`config.mk`:
```
export PLATFORM = sky130hd
export DESIGN_NAME = bubl_main_bus
export DESIGN_NICKNAME = d
export VERILOG_FILES = /design/src/hdl/bubl_pkg.sv /design/src/hdl/main_addr_dec.sv /design/src/hdl/main_ctrl_reg.sv /design/src/hdl/snd_comm.sv /design/src/hdl/cab_port.sv /design/src/hdl/main_din_mux.sv /design/src/hdl/bubl_main_bus.sv
export SDC_FILE = /design/constraint.sdc
export NUM_CORES = 1
export LEC_CHECK = 0
export ABC_CLOCK_PERIOD_IN_PS = 1100
export BUFFER_PORTS_ARGS = -buffer_cell sky130_fd_sc_hd__buf_2
export CAP_MARGIN = 20
export CORE_MARGIN = 2
export CORE_UTILIZATION = 38
export CTS_BUF_LIST = sky130_fd_sc_hd__clkbuf_16
export CTS_CLUSTER_DIAMETER = 150
export DETAILED_ROUTE_END_ITERATION = 6
export PLACE_DENSITY = 0.78
export SYNTH_ARGS = -nofsm -noshare
export SYNTH_HDL_FRONTEND = slang
export SYNTH_SLANG_ARGS = --single-unit
```
`constraint.sdc`:
```
create_clock -name clk24 -period 1.1 [get_ports clk24]
set_input_delay 0.22 -clock clk24 [delete_from_list [all_inputs] [get_ports clk24]]
set_output_delay 0.22 -clock clk24 [all_outputs]
set_load 0.02 [all_outputs]
```
`src/hdl/bubl_pkg.sv`:
```
/*
 * Shared definitions for the main CPU bus controller
 *   bus and ROM widths
 *   ROM bank arithmetic constants
 *   fixed read values for open bus, Tokio MCU RAM and cabinet padding
 *   misc control byte with its Bubble Bobble and Tokio views
 */

package bubl_pkg;

    ////////////////////////////////////////////////////
    // Bus widths
    localparam int addr_w      = 16;
    localparam int data_w      = 8;
    localparam int rom_addr_w  = 18;
    localparam int cpu_addr_w  = 13;   // Address seen by the video side

    ////////////////////////////////////////////////////
    // ROM banking
    localparam int bank_w        = 3;
    localparam int bank_win_bits = 14;  // 16 kB window at 8000
    localparam int bank_page_w   = rom_addr_w - bank_win_bits;

    localparam logic [bank_page_w-1:0] bank_base = 4'd2;  // Pages start at 32 kB
    localparam logic [bank_w-1:0]      bank_xor  = 3'd4;

    ////////////////////////////////////////////////////
    // Fixed read values
    localparam logic [data_w-1:0] open_bus        = 8'hff;
    localparam logic [data_w-1:0] tokio_mcram_val = 8'hbf;
    localparam logic [1:0]        pad_unused      = 2'b11;

    // Misc control byte, laid out differently by each game
    typedef union packed {
        struct packed {
            logic              flip;
            logic              blank_n;
            logic              mcu_run;
            logic              sub_run;
            logic              spare;
            logic [bank_w-1:0] bank;
        } misc_bubl;
        struct packed {
            logic              flip;
            logic              blank_n;
            logic [2:0]        spare;    // Unused by Tokio
            logic [bank_w-1:0] bank;
        } misc_tokio;
    } misc_ctrl_u;

endpackage

```
`src/hdl/main_addr_dec.sv`:
```
/*
 * Main CPU memory map decoder
 *   common ROM, VRAM, work RAM and palette regions
 *   Bubble Bobble and Tokio register areas
 *   chip selects and write strobes, all combinational
 */

`timescale 1ns/100ps

module main_addr_dec(
    input                         tokio,
    input  [bubl_pkg::addr_w-1:0] main_addr,
    input                         main_mreq_n,
    input                         main_wr_n,
    output logic                  main_rom_cs,
    output logic                  vram_cs,
    output logic                  pal_cs,
    output logic                  work_sel,
    output logic                  mcram_sel,
    output logic                  misc_we,
    output logic                  flip_we,
    output logic                  snd_sel,
    output logic                  cab_sel,
    output logic                  sub_nmi
);
    import bubl_pkg::*;

    logic [7:0] page;   // Upper address byte
    logic       wr;

    assign page = main_addr[addr_w-1 -: 8];
    assign wr   = !main_wr_n;

    always_comb begin
        {main_rom_cs, vram_cs, pal_cs, work_sel, mcram_sel} = '0;
        {misc_we, flip_we, snd_sel, cab_sel, sub_nmi}       = '0;
        if (!main_mreq_n) begin
            main_rom_cs = page < 8'hc0;                      // 0000-BFFF
            vram_cs     = page[7:5] == 3'b110;               // C000-DFFF
            work_sel    = page[7:5] == 3'b111 && page[4:3] != 2'b11;
            pal_cs      = page[7:1] == 7'b1111_100;          // F800-F9FF
            if (tokio) begin
                cab_sel   = page == 8'hfa && !main_addr[7] && !wr;
                misc_we   = page == 8'hfa &&  main_addr[7] && wr;
                flip_we   = page == 8'hfb && !main_addr[7] && wr;
                sub_nmi   = page == 8'hfb &&  main_addr[7] && wr;
                snd_sel   = page == 8'hfc && !main_addr[7];
                mcram_sel = page[7:1] == 7'b1111_111;        // FE00-FFFF
            end else begin
                // Bubble Bobble, flip lives in the misc byte
                snd_sel   = page == 8'hfa && !main_addr[7];
                sub_nmi   = page == 8'hfb && main_addr[7:6] == 2'b00 && wr;
                misc_we   = page == 8'hfb && main_addr[7:6] == 2'b01 && wr;
                mcram_sel = page[7:2] == 6'b1111_11;         // FC00-FFFF
            end
        end
    end

endmodule

```
`src/hdl/main_ctrl_reg.sv`:
```
/*
 * Misc control register
 *   bank, blanking, flip, sub CPU and MCU reset bits
 *   per-game decoding of the written byte
 *   banked main ROM address
 */

`timescale 1ns/100ps

module main_ctrl_reg(
    input                             clk24,
    input                             rst,
    input                             tokio,
    input                             misc_we,
    input                             flip_we,
    input  [bubl_pkg::data_w-1:0]     main_dout,
    input  [bubl_pkg::addr_w-1:0]     main_addr,
    output [bubl_pkg::rom_addr_w-1:0] main_rom_addr,
    output logic                      black_n,
    output logic                      flip,
    output logic                      sub_rst_n,
    output logic                      mcu_rst
);
    import bubl_pkg::*;

    misc_ctrl_u       ctrl;     // Byte on the bus, two views
    logic [bank_w-1:0] bank;

    assign ctrl = main_dout;

    always_ff @(posedge clk24, posedge rst) begin
        if (rst) begin
            bank      <= '0;
            black_n   <= 1'b0;
            flip      <= 1'b0;
            sub_rst_n <= 1'b0;
            mcu_rst   <= 1'b1;
        end else begin
            if (misc_we && tokio) begin
                bank      <= ctrl.misc_tokio.bank ^ bank_xor;
                black_n   <= ctrl.misc_tokio.blank_n;
                sub_rst_n <= 1'b1;      // No sub CPU control
                mcu_rst   <= 1'b1;
            end else if (misc_we) begin
                bank      <= ctrl.misc_bubl.bank ^ bank_xor;
                black_n   <= ctrl.misc_bubl.blank_n;
                flip      <= ctrl.misc_bubl.flip;
                sub_rst_n <= ctrl.misc_bubl.sub_run;
                mcu_rst   <= ~ctrl.misc_bubl.mcu_run;
            end
            if (flip_we && tokio)
                flip <= ctrl.misc_tokio.flip;   // Separate flip address
        end
    end

    assign main_rom_addr = main_addr[addr_w-1] ?
        {{1'b0, bank} + bank_base, main_addr[bank_win_bits-1:0]} :  // Banked window
        {{(rom_addr_w-15){1'b0}}, main_addr[14:0]};

endmodule

```
`src/hdl/snd_comm.sv`:
```
/*
 * Main to sound CPU communication
 *   command latch and its strobe
 *   sound CPU reset control
 *   handshake flag, cleared by a main read, set by main_stb
 */

`timescale 1ns/100ps

module snd_comm(
    input                               clk24,
    input                               rst,
    input                               snd_sel,
    input        [1:0]                  main_addr,
    input        [bubl_pkg::data_w-1:0] main_dout,
    input                               main_wr_n,
    input                               main_rd_n,
    input                               main_stb,
    output logic [bubl_pkg::data_w-1:0] snd_latch,
    output logic                        snd_stb,
    output logic                        snd_rstn,
    output logic                        main_flag
);
    logic snd_wr;
    logic stb_last;     // main_stb one cycle back

    assign snd_wr = snd_sel && !main_wr_n;

    ////////////////////////////////////////////////////
    // Latch, strobe and reset
    always_ff @(posedge clk24, posedge rst) begin
        if (rst) begin
            snd_latch <= '0;
            snd_stb   <= 1'b0;
            snd_rstn  <= 1'b1;  // Sound CPU runs from power up
        end else begin
            snd_stb <= snd_wr && main_addr == 2'd0;
            if (snd_wr && main_addr == 2'd0)
                snd_latch <= main_dout;
            if (snd_wr && main_addr == 2'd3)
                snd_rstn <= ~main_dout[0];
        end
    end

    ////////////////////////////////////////////////////
    // Handshake flag
    always_ff @(posedge clk24, posedge rst) begin
        if (rst) begin
            stb_last  <= 1'b0;
            main_flag <= 1'b1;
        end else begin
            stb_last <= main_stb;
            if (main_stb && !stb_last)
                main_flag <= 1'b1;                  // Rising edge wins
            else if (snd_sel && !main_rd_n)
                main_flag <= 1'b0;
        end
    end

endmodule

```
`src/hdl/cab_port.sv`:
```
/*
 * Tokio cabinet and DIP input port
 *   one registered byte per address
 *   joystick bits reordered as on the board
 */

`timescale 1ns/100ps

module cab_port(
    input                               clk24,
    input                               rst,
    input        [2:0]                  main_addr,
    input        [bubl_pkg::data_w-1:0] dipsw_a,
    input        [bubl_pkg::data_w-1:0] dipsw_b,
    input        [1:0]                  coin_input,
    input        [1:0]                  start_button,
    input        [5:0]                  joystick1,
    input        [5:0]                  joystick2,
    output logic [bubl_pkg::data_w-1:0] cab_dout
);
    import bubl_pkg::*;

    function automatic logic [data_w-1:0] player_byte(input logic start, input logic [5:0] joy);
        player_byte = {1'b1, start, joy[4], joy[5], joy[3:2], joy[0], joy[1]};
    endfunction

    always_ff @(posedge clk24, posedge rst) begin
        if (rst)
            cab_dout <= open_bus;
        else begin
            case (main_addr)
                3'd3:    cab_dout <= dipsw_a;
                3'd4:    cab_dout <= dipsw_b;
                3'd5:    cab_dout <= {pad_unused, pad_unused, coin_input, pad_unused};
                3'd6:    cab_dout <= player_byte(start_button[0], joystick1);
                3'd7:    cab_dout <= player_byte(start_button[1], joystick2);
                default: cab_dout <= open_bus;
            endcase
        end
    end

endmodule

```
`src/hdl/main_din_mux.sv`:
```
/*
 * Main CPU read data mux
 *   fixed priority over the selected sources
 *   sound status byte and fixed region values
 */

`timescale 1ns/100ps

module main_din_mux(
    input                               clk24,
    input                               rst,
    input                               tokio,
    input                               main_rom_cs,
    input                               vram_cs,
    input                               pal_cs,
    input                               work_sel,
    input                               mcram_sel,
    input                               snd_sel,
    input                               cab_sel,
    input                               main_addr0,
    input                               main_flag,
    input                               snd_flag,
    input        [bubl_pkg::data_w-1:0] main_rom_data,
    input        [bubl_pkg::data_w-1:0] vram_dout,
    input        [bubl_pkg::data_w-1:0] pal_dout,
    input        [bubl_pkg::data_w-1:0] main_latch,
    input        [bubl_pkg::data_w-1:0] cab_dout,
    output logic [bubl_pkg::data_w-1:0] main_din
);
    import bubl_pkg::*;

    always_ff @(posedge clk24, posedge rst) begin
        if (rst)
            main_din <= open_bus;
        else if (main_rom_cs) main_din <= main_rom_data;
        else if (vram_cs)     main_din <= vram_dout;
        else if (pal_cs)      main_din <= pal_dout;
        else if (work_sel)    main_din <= open_bus;     // No work RAM here
        else if (mcram_sel)   main_din <= tokio ? tokio_mcram_val : open_bus;
        else if (snd_sel)
            main_din <= main_addr0 ? {{(data_w-2){1'b1}}, main_flag, snd_flag} : main_latch;
        else if (cab_sel)     main_din <= cab_dout;
        else                  main_din <= open_bus;
    end

endmodule

```
`src/hdl/bubl_main_bus.sv`:
```
/*
 * Main CPU bus controller, top level
 *   address decoder
 *   misc control register and ROM banking
 *   sound communication, Tokio cabinet port, read mux
 */

`timescale 1ns/100ps

module bubl_main_bus(
    input                               clk24,
    input                               rst,
    input                               tokio,
    // CPU bus
    input  [bubl_pkg::addr_w-1:0]       main_addr,
    input  [bubl_pkg::data_w-1:0]       main_dout,
    input                               main_mreq_n,
    input                               main_iorq_n,
    input                               main_rd_n,
    input                               main_wr_n,
    output [bubl_pkg::data_w-1:0]       main_din,
    // Memories and video
    input  [bubl_pkg::data_w-1:0]       main_rom_data,
    input  [bubl_pkg::data_w-1:0]       vram_dout,
    input  [bubl_pkg::data_w-1:0]       pal_dout,
    output [bubl_pkg::rom_addr_w-1:0]   main_rom_addr,
    output                              main_rom_cs,
    output                              vram_cs,
    output                              pal_cs,
    output [bubl_pkg::cpu_addr_w-1:0]   cpu_addr,
    output [bubl_pkg::data_w-1:0]       cpu_dout,
    output                              cpu_rnw,
    // Control
    output                              black_n,
    output                              flip,
    output                              sub_rst_n,
    output                              mcu_rst,
    output                              sub_nmi,
    // Sound
    input  [bubl_pkg::data_w-1:0]       main_latch,
    input                               snd_flag,
    input                               main_stb,
    output [bubl_pkg::data_w-1:0]       snd_latch,
    output                              snd_stb,
    output                              snd_rstn,
    output                              main_flag,
    // Cabinet
    input  [1:0]                        start_button,
    input  [1:0]                        coin_input,
    input  [5:0]                        joystick1,
    input  [5:0]                        joystick2,
    input  [bubl_pkg::data_w-1:0]       dipsw_a,
    input  [bubl_pkg::data_w-1:0]       dipsw_b
);
    import bubl_pkg::*;

    logic              misc_we, flip_we, snd_sel, cab_sel, mcram_sel, work_sel;
    logic              mem_req_n;
    logic [data_w-1:0] cab_dout;

    assign mem_req_n = main_mreq_n | ~main_iorq_n;  // I/O cycles never hit memory
    assign cpu_addr  = main_addr[cpu_addr_w-1:0];
    assign cpu_dout  = main_dout;
    assign cpu_rnw   = main_wr_n;

    main_addr_dec main_addr_dec_i(
        .tokio(tokio), .main_addr(main_addr), .main_mreq_n(mem_req_n),
        .main_wr_n(main_wr_n), .main_rom_cs(main_rom_cs), .vram_cs(vram_cs),
        .pal_cs(pal_cs), .work_sel(work_sel), .mcram_sel(mcram_sel), .misc_we(misc_we),
        .flip_we(flip_we), .snd_sel(snd_sel), .cab_sel(cab_sel), .sub_nmi(sub_nmi));

    main_ctrl_reg main_ctrl_reg_i(
        .clk24(clk24), .rst(rst), .tokio(tokio), .misc_we(misc_we), .flip_we(flip_we),
        .main_dout(main_dout), .main_addr(main_addr), .main_rom_addr(main_rom_addr),
        .black_n(black_n), .flip(flip), .sub_rst_n(sub_rst_n), .mcu_rst(mcu_rst));

    snd_comm snd_comm_i(
        .clk24(clk24), .rst(rst), .snd_sel(snd_sel), .main_addr(main_addr[1:0]),
        .main_dout(main_dout), .main_wr_n(main_wr_n), .main_rd_n(main_rd_n),
        .main_stb(main_stb), .snd_latch(snd_latch), .snd_stb(snd_stb),
        .snd_rstn(snd_rstn), .main_flag(main_flag));

    cab_port cab_port_i(
        .clk24(clk24), .rst(rst), .main_addr(main_addr[2:0]), .dipsw_a(dipsw_a),
        .dipsw_b(dipsw_b), .coin_input(coin_input), .start_button(start_button),
        .joystick1(joystick1), .joystick2(joystick2), .cab_dout(cab_dout));

    main_din_mux main_din_mux_i(
        .clk24(clk24), .rst(rst), .tokio(tokio), .main_rom_cs(main_rom_cs),
        .vram_cs(vram_cs), .pal_cs(pal_cs), .work_sel(work_sel), .mcram_sel(mcram_sel),
        .snd_sel(snd_sel), .cab_sel(cab_sel), .main_addr0(main_addr[0]),
        .main_flag(main_flag), .snd_flag(snd_flag), .main_rom_data(main_rom_data),
        .vram_dout(vram_dout), .pal_dout(pal_dout), .main_latch(main_latch),
        .cab_dout(cab_dout), .main_din(main_din));

endmodule

```
== Yosys cells after proc, flatten, opt, wreduce, memory -nomap -nowiden ==
Cells that the tools add are included.

* Register bits: 35
* Bits of input ports: 97
* Output and inout bits: 67
* Logic and storage cells: 107

* $add $sub $neg: 1
* $lt $le $gt $ge: 1
* Eq/ne operators: 17
* Mux-type cells: 40
* Bitwise gates (word level): 5
* Reduce and logical (&&, ||, !) cells: 31

{| class="wikitable"
|+ Operators by type and width
! kind !! count
|-
| $mux 8 || 8
|-
| $pmux 8 s5 || 1
|-
| $mux 1 || 27
|-
| $eq 8x8->1 const B || 3
|-
| $logic_and 1x1->1 || 21
|-
| $eq 3x3->1 const B || 6
|-
| $mux 18 || 1
|-
| $eq 7x7->1 const B || 2
|-
| $lt 8x8->1 const B || 1
|-
| $mux 7 || 1
|-
| $eq 6x6->1 const B || 1
|-
| $mux 3 || 2
|-
| $reduce_bool 2->1 || 3
|-
| $add 3x2->4 const B || 1
|-
| $logic_not 1->1 || 4
|-
| $logic_not 2->1 || 2
|-
| $ne 2x2->1 const B || 2
|-
| $not 1->1 || 4
|-
| $eq 3x2->1 const B || 1
|-
| $eq 2x1->1 const B || 1
|-
| $eq 2x2->1 const B || 1
|-
| $reduce_and 2->1 || 1
|-
| $or 1x1->1 || 1
|}

== Logic depth before layout (Yosys ltp) ==
* Depth in word-level cells: 12
* Mapped depth: 6
* Depth with buffers taken out: 5

== Modules after synthesis ==
From an unflattened synthesis, not the netlist that was laid out.

* Cell total of the unflattened synthesis: 230
* Area, all modules: 2313.5 um^2

{| class="wikitable"
|+ Modules (own cells, without submodules)
! module !! times used !! cells an instance !! area an instance (um^2) !! sequential area each (um^2)
|-
| main_din_mux || 1 || 64 || 586.8 || 210.2
|-
| cab_port || 1 || 48 || 489.2 || 210.2
|-
| snd_comm || 1 || 28 || 461.7 || 302.8
|-
| main_ctrl_reg || 1 || 41 || 429.2 || 176.4
|-
| main_addr_dec || 1 || 26 || 175.2 || 0.0
|-
| bubl_main_bus || 1 || 23 || 171.4 || 0.0
|}

== Least setup slack after synthesis ==
No wires, ideal clock.

* Kind: input to register
* Start: input main_addr[10] (netlist name)
* End: register snd_comm_i.snd_latch[0] (netlist name)
* Arrival: 1562 ps
* Required time: 975 ps
* Slack: -587 ps
* Cell stages on the path: 6
* Path through: buf_2 nor3b_2 o2111ai_4 or3_1 buf_6 mux2_4

* Word-level cells in the longest chain between the ends: 6
* Elaborated cells on any way between the ends: 8

{| class="wikitable"
|+ RTL lines
! item !! RTL line !! text
|-
| start: declaration || bubl_main_bus.sv:15 || <nowiki>input [bubl_pkg::addr_w-1:0] main_addr,</nowiki>
|-
| $eq 8x8->1 (on tied branches) || main_addr_dec.sv:51, main_addr_dec.sv:47 ||
|-
| $logic_and 1x1->1 (on tied branches) || main_addr_dec.sv:51, main_addr_dec.sv:47 ||
|-
| $mux 1 (*) || main_addr_dec.sv:42 || <nowiki>if (tokio) begin</nowiki>
|-
| $mux 1 (*) || main_addr_dec.sv:37 || <nowiki>if (!main_mreq_n) begin</nowiki>
|-
| $logic_and 1x1->1 (*) || snd_comm.sv:27 || <nowiki>assign snd_wr = snd_sel && !main_wr_n;</nowiki>
|-
| $logic_and 1x1->1 (*) || snd_comm.sv:38 || <nowiki>if (snd_wr && main_addr == 2'd0)</nowiki>
|-
| end signal: assignment || snd_comm.sv:39 || <nowiki>snd_latch <= main_dout;</nowiki>
|-
| end: declaration || snd_comm.sv:19 || <nowiki>output logic [bubl_pkg::data_w-1:0] snd_latch,</nowiki>
|}

Every way passes the cells marked *; elsewhere a longest branch is shown, timed or not.
A chain may end at the register's enable or synchronous reset.

== Final worst setup path ==
* Start: input main_mreq_n
* End: output vram_cs

* Word-level cells in the longest chain between the ends: 2

{| class="wikitable"
|+ RTL lines
! item !! RTL line !! text
|-
| start: declaration || bubl_main_bus.sv:17 || <nowiki>input main_mreq_n,</nowiki>
|-
| $or 1x1->1 || bubl_main_bus.sv:61 || <nowiki>assign mem_req_n = main_mreq_n | ~main_iorq_n;</nowiki>
|-
| $mux 1 || main_addr_dec.sv:37 ||
|-
| end: declaration || bubl_main_bus.sv:28 || <nowiki>output vram_cs,</nowiki>
|}

Every way passes these cells.

==> results.sh <==
export IMPL_start_kind="input pin"
export IMPL_io_buffers=154
export IMPL_ys_ff_latch=35
export IMPL_max_freq_mhz=671
export IMPL_vias=2441
export IMPL_cts_tree="built"
export IMPL_slowest_delay_ns=0.36
export IMPL_synthArstFlopShare=1.00
export IMPL_hp_class="input pin to register"
export IMPL_wl_per_cell_um=16.1
export IMPL_cts_max_path_buffers=2
export IMPL_antenna_cells=0
export IMPL_ys_seq_area_frac=0.382
export IMPL_yosysUniqueCellTypes=48
export IMPL_most_common_layout_cells="buf_2, buf_6, buf_4"
export IMPL_crit_slowest_cell="and4b_2"
export IMPL_hold_depth=1
export IMPL_ys_flop_type="dfstp_2"
export IMPL_grt_overflow_total=0
export IMPL_route_detailed_drc=0
export IMPL_worst_path_max_fanout=4
export IMPL_crit_type="input pin to output pin"
export IMPL_hold_violations=0
export IMPL_ir_drop_uv=633
export IMPL_via_per_inst=5.12
export IMPL_layout_commonest_cell="buf_2"
export IMPL_cts_sinks=35
export IMPL_p_per_area_mw_per_mm2=914
export IMPL_worst_ep_required_time_ns=0.88
export IMPL_final_cells=477
export IMPL_rows=28
export IMPL_cp_common_cell="buf_6"
export IMPL_crit_path_end_kind="output pin"
export IMPL_htreeDepth=2
export IMPL_clockRootBuffer="clkbuf_16"
export IMPL_place_congestion=0.797
export IMPL_first_pass_iters=4
export IMPL_grt_pass1_wl_mm=11.1
export IMPL_period_share=1.35
export IMPL_place_ws_ns=-0.714
export IMPL_die_w_um=82.7
export IMPL_die_h_um=82.7
export IMPL_grt_antenna_before_repair=0
export IMPL_synth_cells=235
export IMPL_cts_made_buffers=5
export IMPL_routed_wirelength_mm=7.69
export IMPL_p_leak_nw=1.94
export IMPL_critPathArrivalTime_ns=1.27
export IMPL_start_util=0.395
export IMPL_io_pins=164
export IMPL_fin_setup_tns_ns=-8.26
export IMPL_fin_nets=499
export IMPL_syn_avg_cell_area_sq_um=10.0
export IMPL_drt_iter0_markers=104
export IMPL_clk_pin_slew_worst_paths_ns=0.06
export IMPL_clk_insertion_delay_late_ns=0.27
export IMPL_grt_max_degree=36
export IMPL_violations="setup timing"
export IMPL_fin_ws_ns=-0.390
export IMPL_fillCellCount=462
export IMPL_netlist_area_sq_mm=0.00235
export IMPL_drive_gt1_frac=0.714
export IMPL_grt_pass1_vias=2323
export IMPL_antenna_left=0
export IMPL_crit_chain="buf_6 > and4b_2 > buf_6 > or2b_4 > inv_2 > buf_6"
export IMPL_regArea_sq_um=900
export IMPL_rsz0062_at_grt="true"
export IMPL_fin_total_pwr_w=0.00357
export IMPL_yosysWarnings=0
export IMPL_worst_slew_pin_slew_ns=0.405
export IMPL_maxCapViolCount=0
export IMPL_core_area_sq_mm=0.00596
export IMPL_dp_cells=456
export IMPL_reg2regPathDepth=4
export IMPL_relSlewSlack=0.723
export IMPL_synth_edf_count=0
export IMPL_period_minus_slack_ns=1.49
export IMPL_die_area_sq_mm=0.00684
export IMPL_multiInputGateArea_sq_mm=0.00139
export IMPL_place_hpwl_mm=5.72
export IMPL_slew_violations=0
export IMPL_syn_nets=333
export IMPL_setup_viol=42
export IMPL_hold_ws_ns=0.0626
export IMPL_area_growth_pct=66.0
export IMPL_skew_ns=0.00538
export IMPL_status="finished, violations left"
export IMPL_gr_usage_all_layers=0.216
per-layer routing:
| layer | up-vias | track usage | wire length, um |
|---|---|---|---|
| met1 | 1148 | 0.257 | 2960 |
| met2 | 133 | 0.402 | 4020 |
| met5 | - | 0 | 0 |
| met3 | 10 | 0.0370 | 613 |
| met4 | 0 | 0.0525 | 97 |
| li1 | 1150 | - | - |
synth_stat cells (all sizes together) (5+ instances only):
| library cell | count | area share |
|---|---|---|
| a211oi | 5 | 0.016 |
| nand2 | 12 | 0.019 |
| nor2 | 14 | 0.022 |
| dfrtp | 16 | 0.17 |
| a2bb2oi | 5 | 0.019 |
| nor4b | 5 | 0.019 |
| mux2 | 17 | 0.094 |
| nor3b | 5 | 0.023 |
| o221ai | 5 | 0.019 |
| o21ai | 17 | 0.036 |
| a21oi | 9 | 0.021 |
| inv | 11 | 0.018 |
| nor2b | 5 | 0.013 |
| buf | 41 | 0.13 |
| dfstp | 19 | 0.21 |
| mux2i | 5 | 0.021 |
logic make-up after synthesis:
family	count (synthesis)	share of synthesized area
flops	35	0.382
fa+ha+maj	1	0.00532
simple gates	66	0.167
buf+inv	55	0.153
compound gates	55	0.168
mux	23	0.125
flip-flops by register name (all words and copies together), names as in the netlist:
| name | cells |
|---|---|
| cab_port_i.cab_dout | 8 |
| main_din_mux_i.main_din | 8 |
| snd_comm_i.snd_latch | 8 |
| main_ctrl_reg_i.bank | 3 |
| main_ctrl_reg_i.black_n | 1 |
| main_ctrl_reg_i.flip | 1 |
| main_ctrl_reg_i.mcu_rst | 1 |
| main_ctrl_reg_i.sub_rst_n | 1 |
| snd_comm_i.main_flag | 1 |
| snd_comm_i.snd_rstn | 1 |
| snd_comm_i.snd_stb | 1 |
| snd_comm_i.stb_last | 1 |
through the flow:
| stage | utilization | area, sq um |
|---|---|---|
| 2_1_floorplan | - | 2420 |
| 3_3_place_gp | 0.542 | 3230 |
| 3_5_place_dp | 0.542 | 3230 |
| 4_1_cts | 0.631 | 3760 |
| 5_1_grt | 0.655 | 3900 |
| 6_report | 0.655 | 3900 |
worst paths after layout:
kind | startpoint | end | slack (ns)
max reg2reg | cab_port_i.cab_dout[6] | main_din_mux_i.main_din[6] | -0.17
min reg2reg | snd_comm_i.stb_last | snd_comm_i.main_flag | 0.39
max in group asynchronous | rst | cab_port_i.cab_dout[3] | 0.29
max | main_mreq_n | vram_cs | -0.39
min in group asynchronous | rst | snd_comm_i.snd_latch[1] | 0.55
min | main_stb | snd_comm_i.stb_last | 0.06
critical path: cells and delay by family:
kind	cells	cell delay, ns
simple gates	2	0.64
buf+inv	4	0.40
where the power goes:
group	leakage, nW	internal [W]	switching, W
registers	0.416	0.00136	0.0000266
clock network	0.0762	0.000817	0.000484
logic	1.44	0.000424	0.000452
total	1.94	0.00260	0.000963
final cells by class:
class | count | area share
flip-flops and latches | 35 | 0.230
repair buffers | 203 | 0.344
clock inverters | 3 | 0.00321
clock buffers | 5 | 0.0321
inverters | 11 | 0.0106
multi-input cells | 145 | 0.356
well taps | 75 | 0.0240
timing repair:
| item | 4_1_cts | 5_1_grt |
|---|---|---|
| setup buffers | 11 | 2 |
| pin swaps | 15 | 9 |
| endpoints found under the setup margin | 43 | 44 |
| resized for setup | 81 | 23 |
| hold buffers | 1 | 0 |
| endpoints found under the hold margin | 16 | 0 |
(Power assumes the default switching activity.)
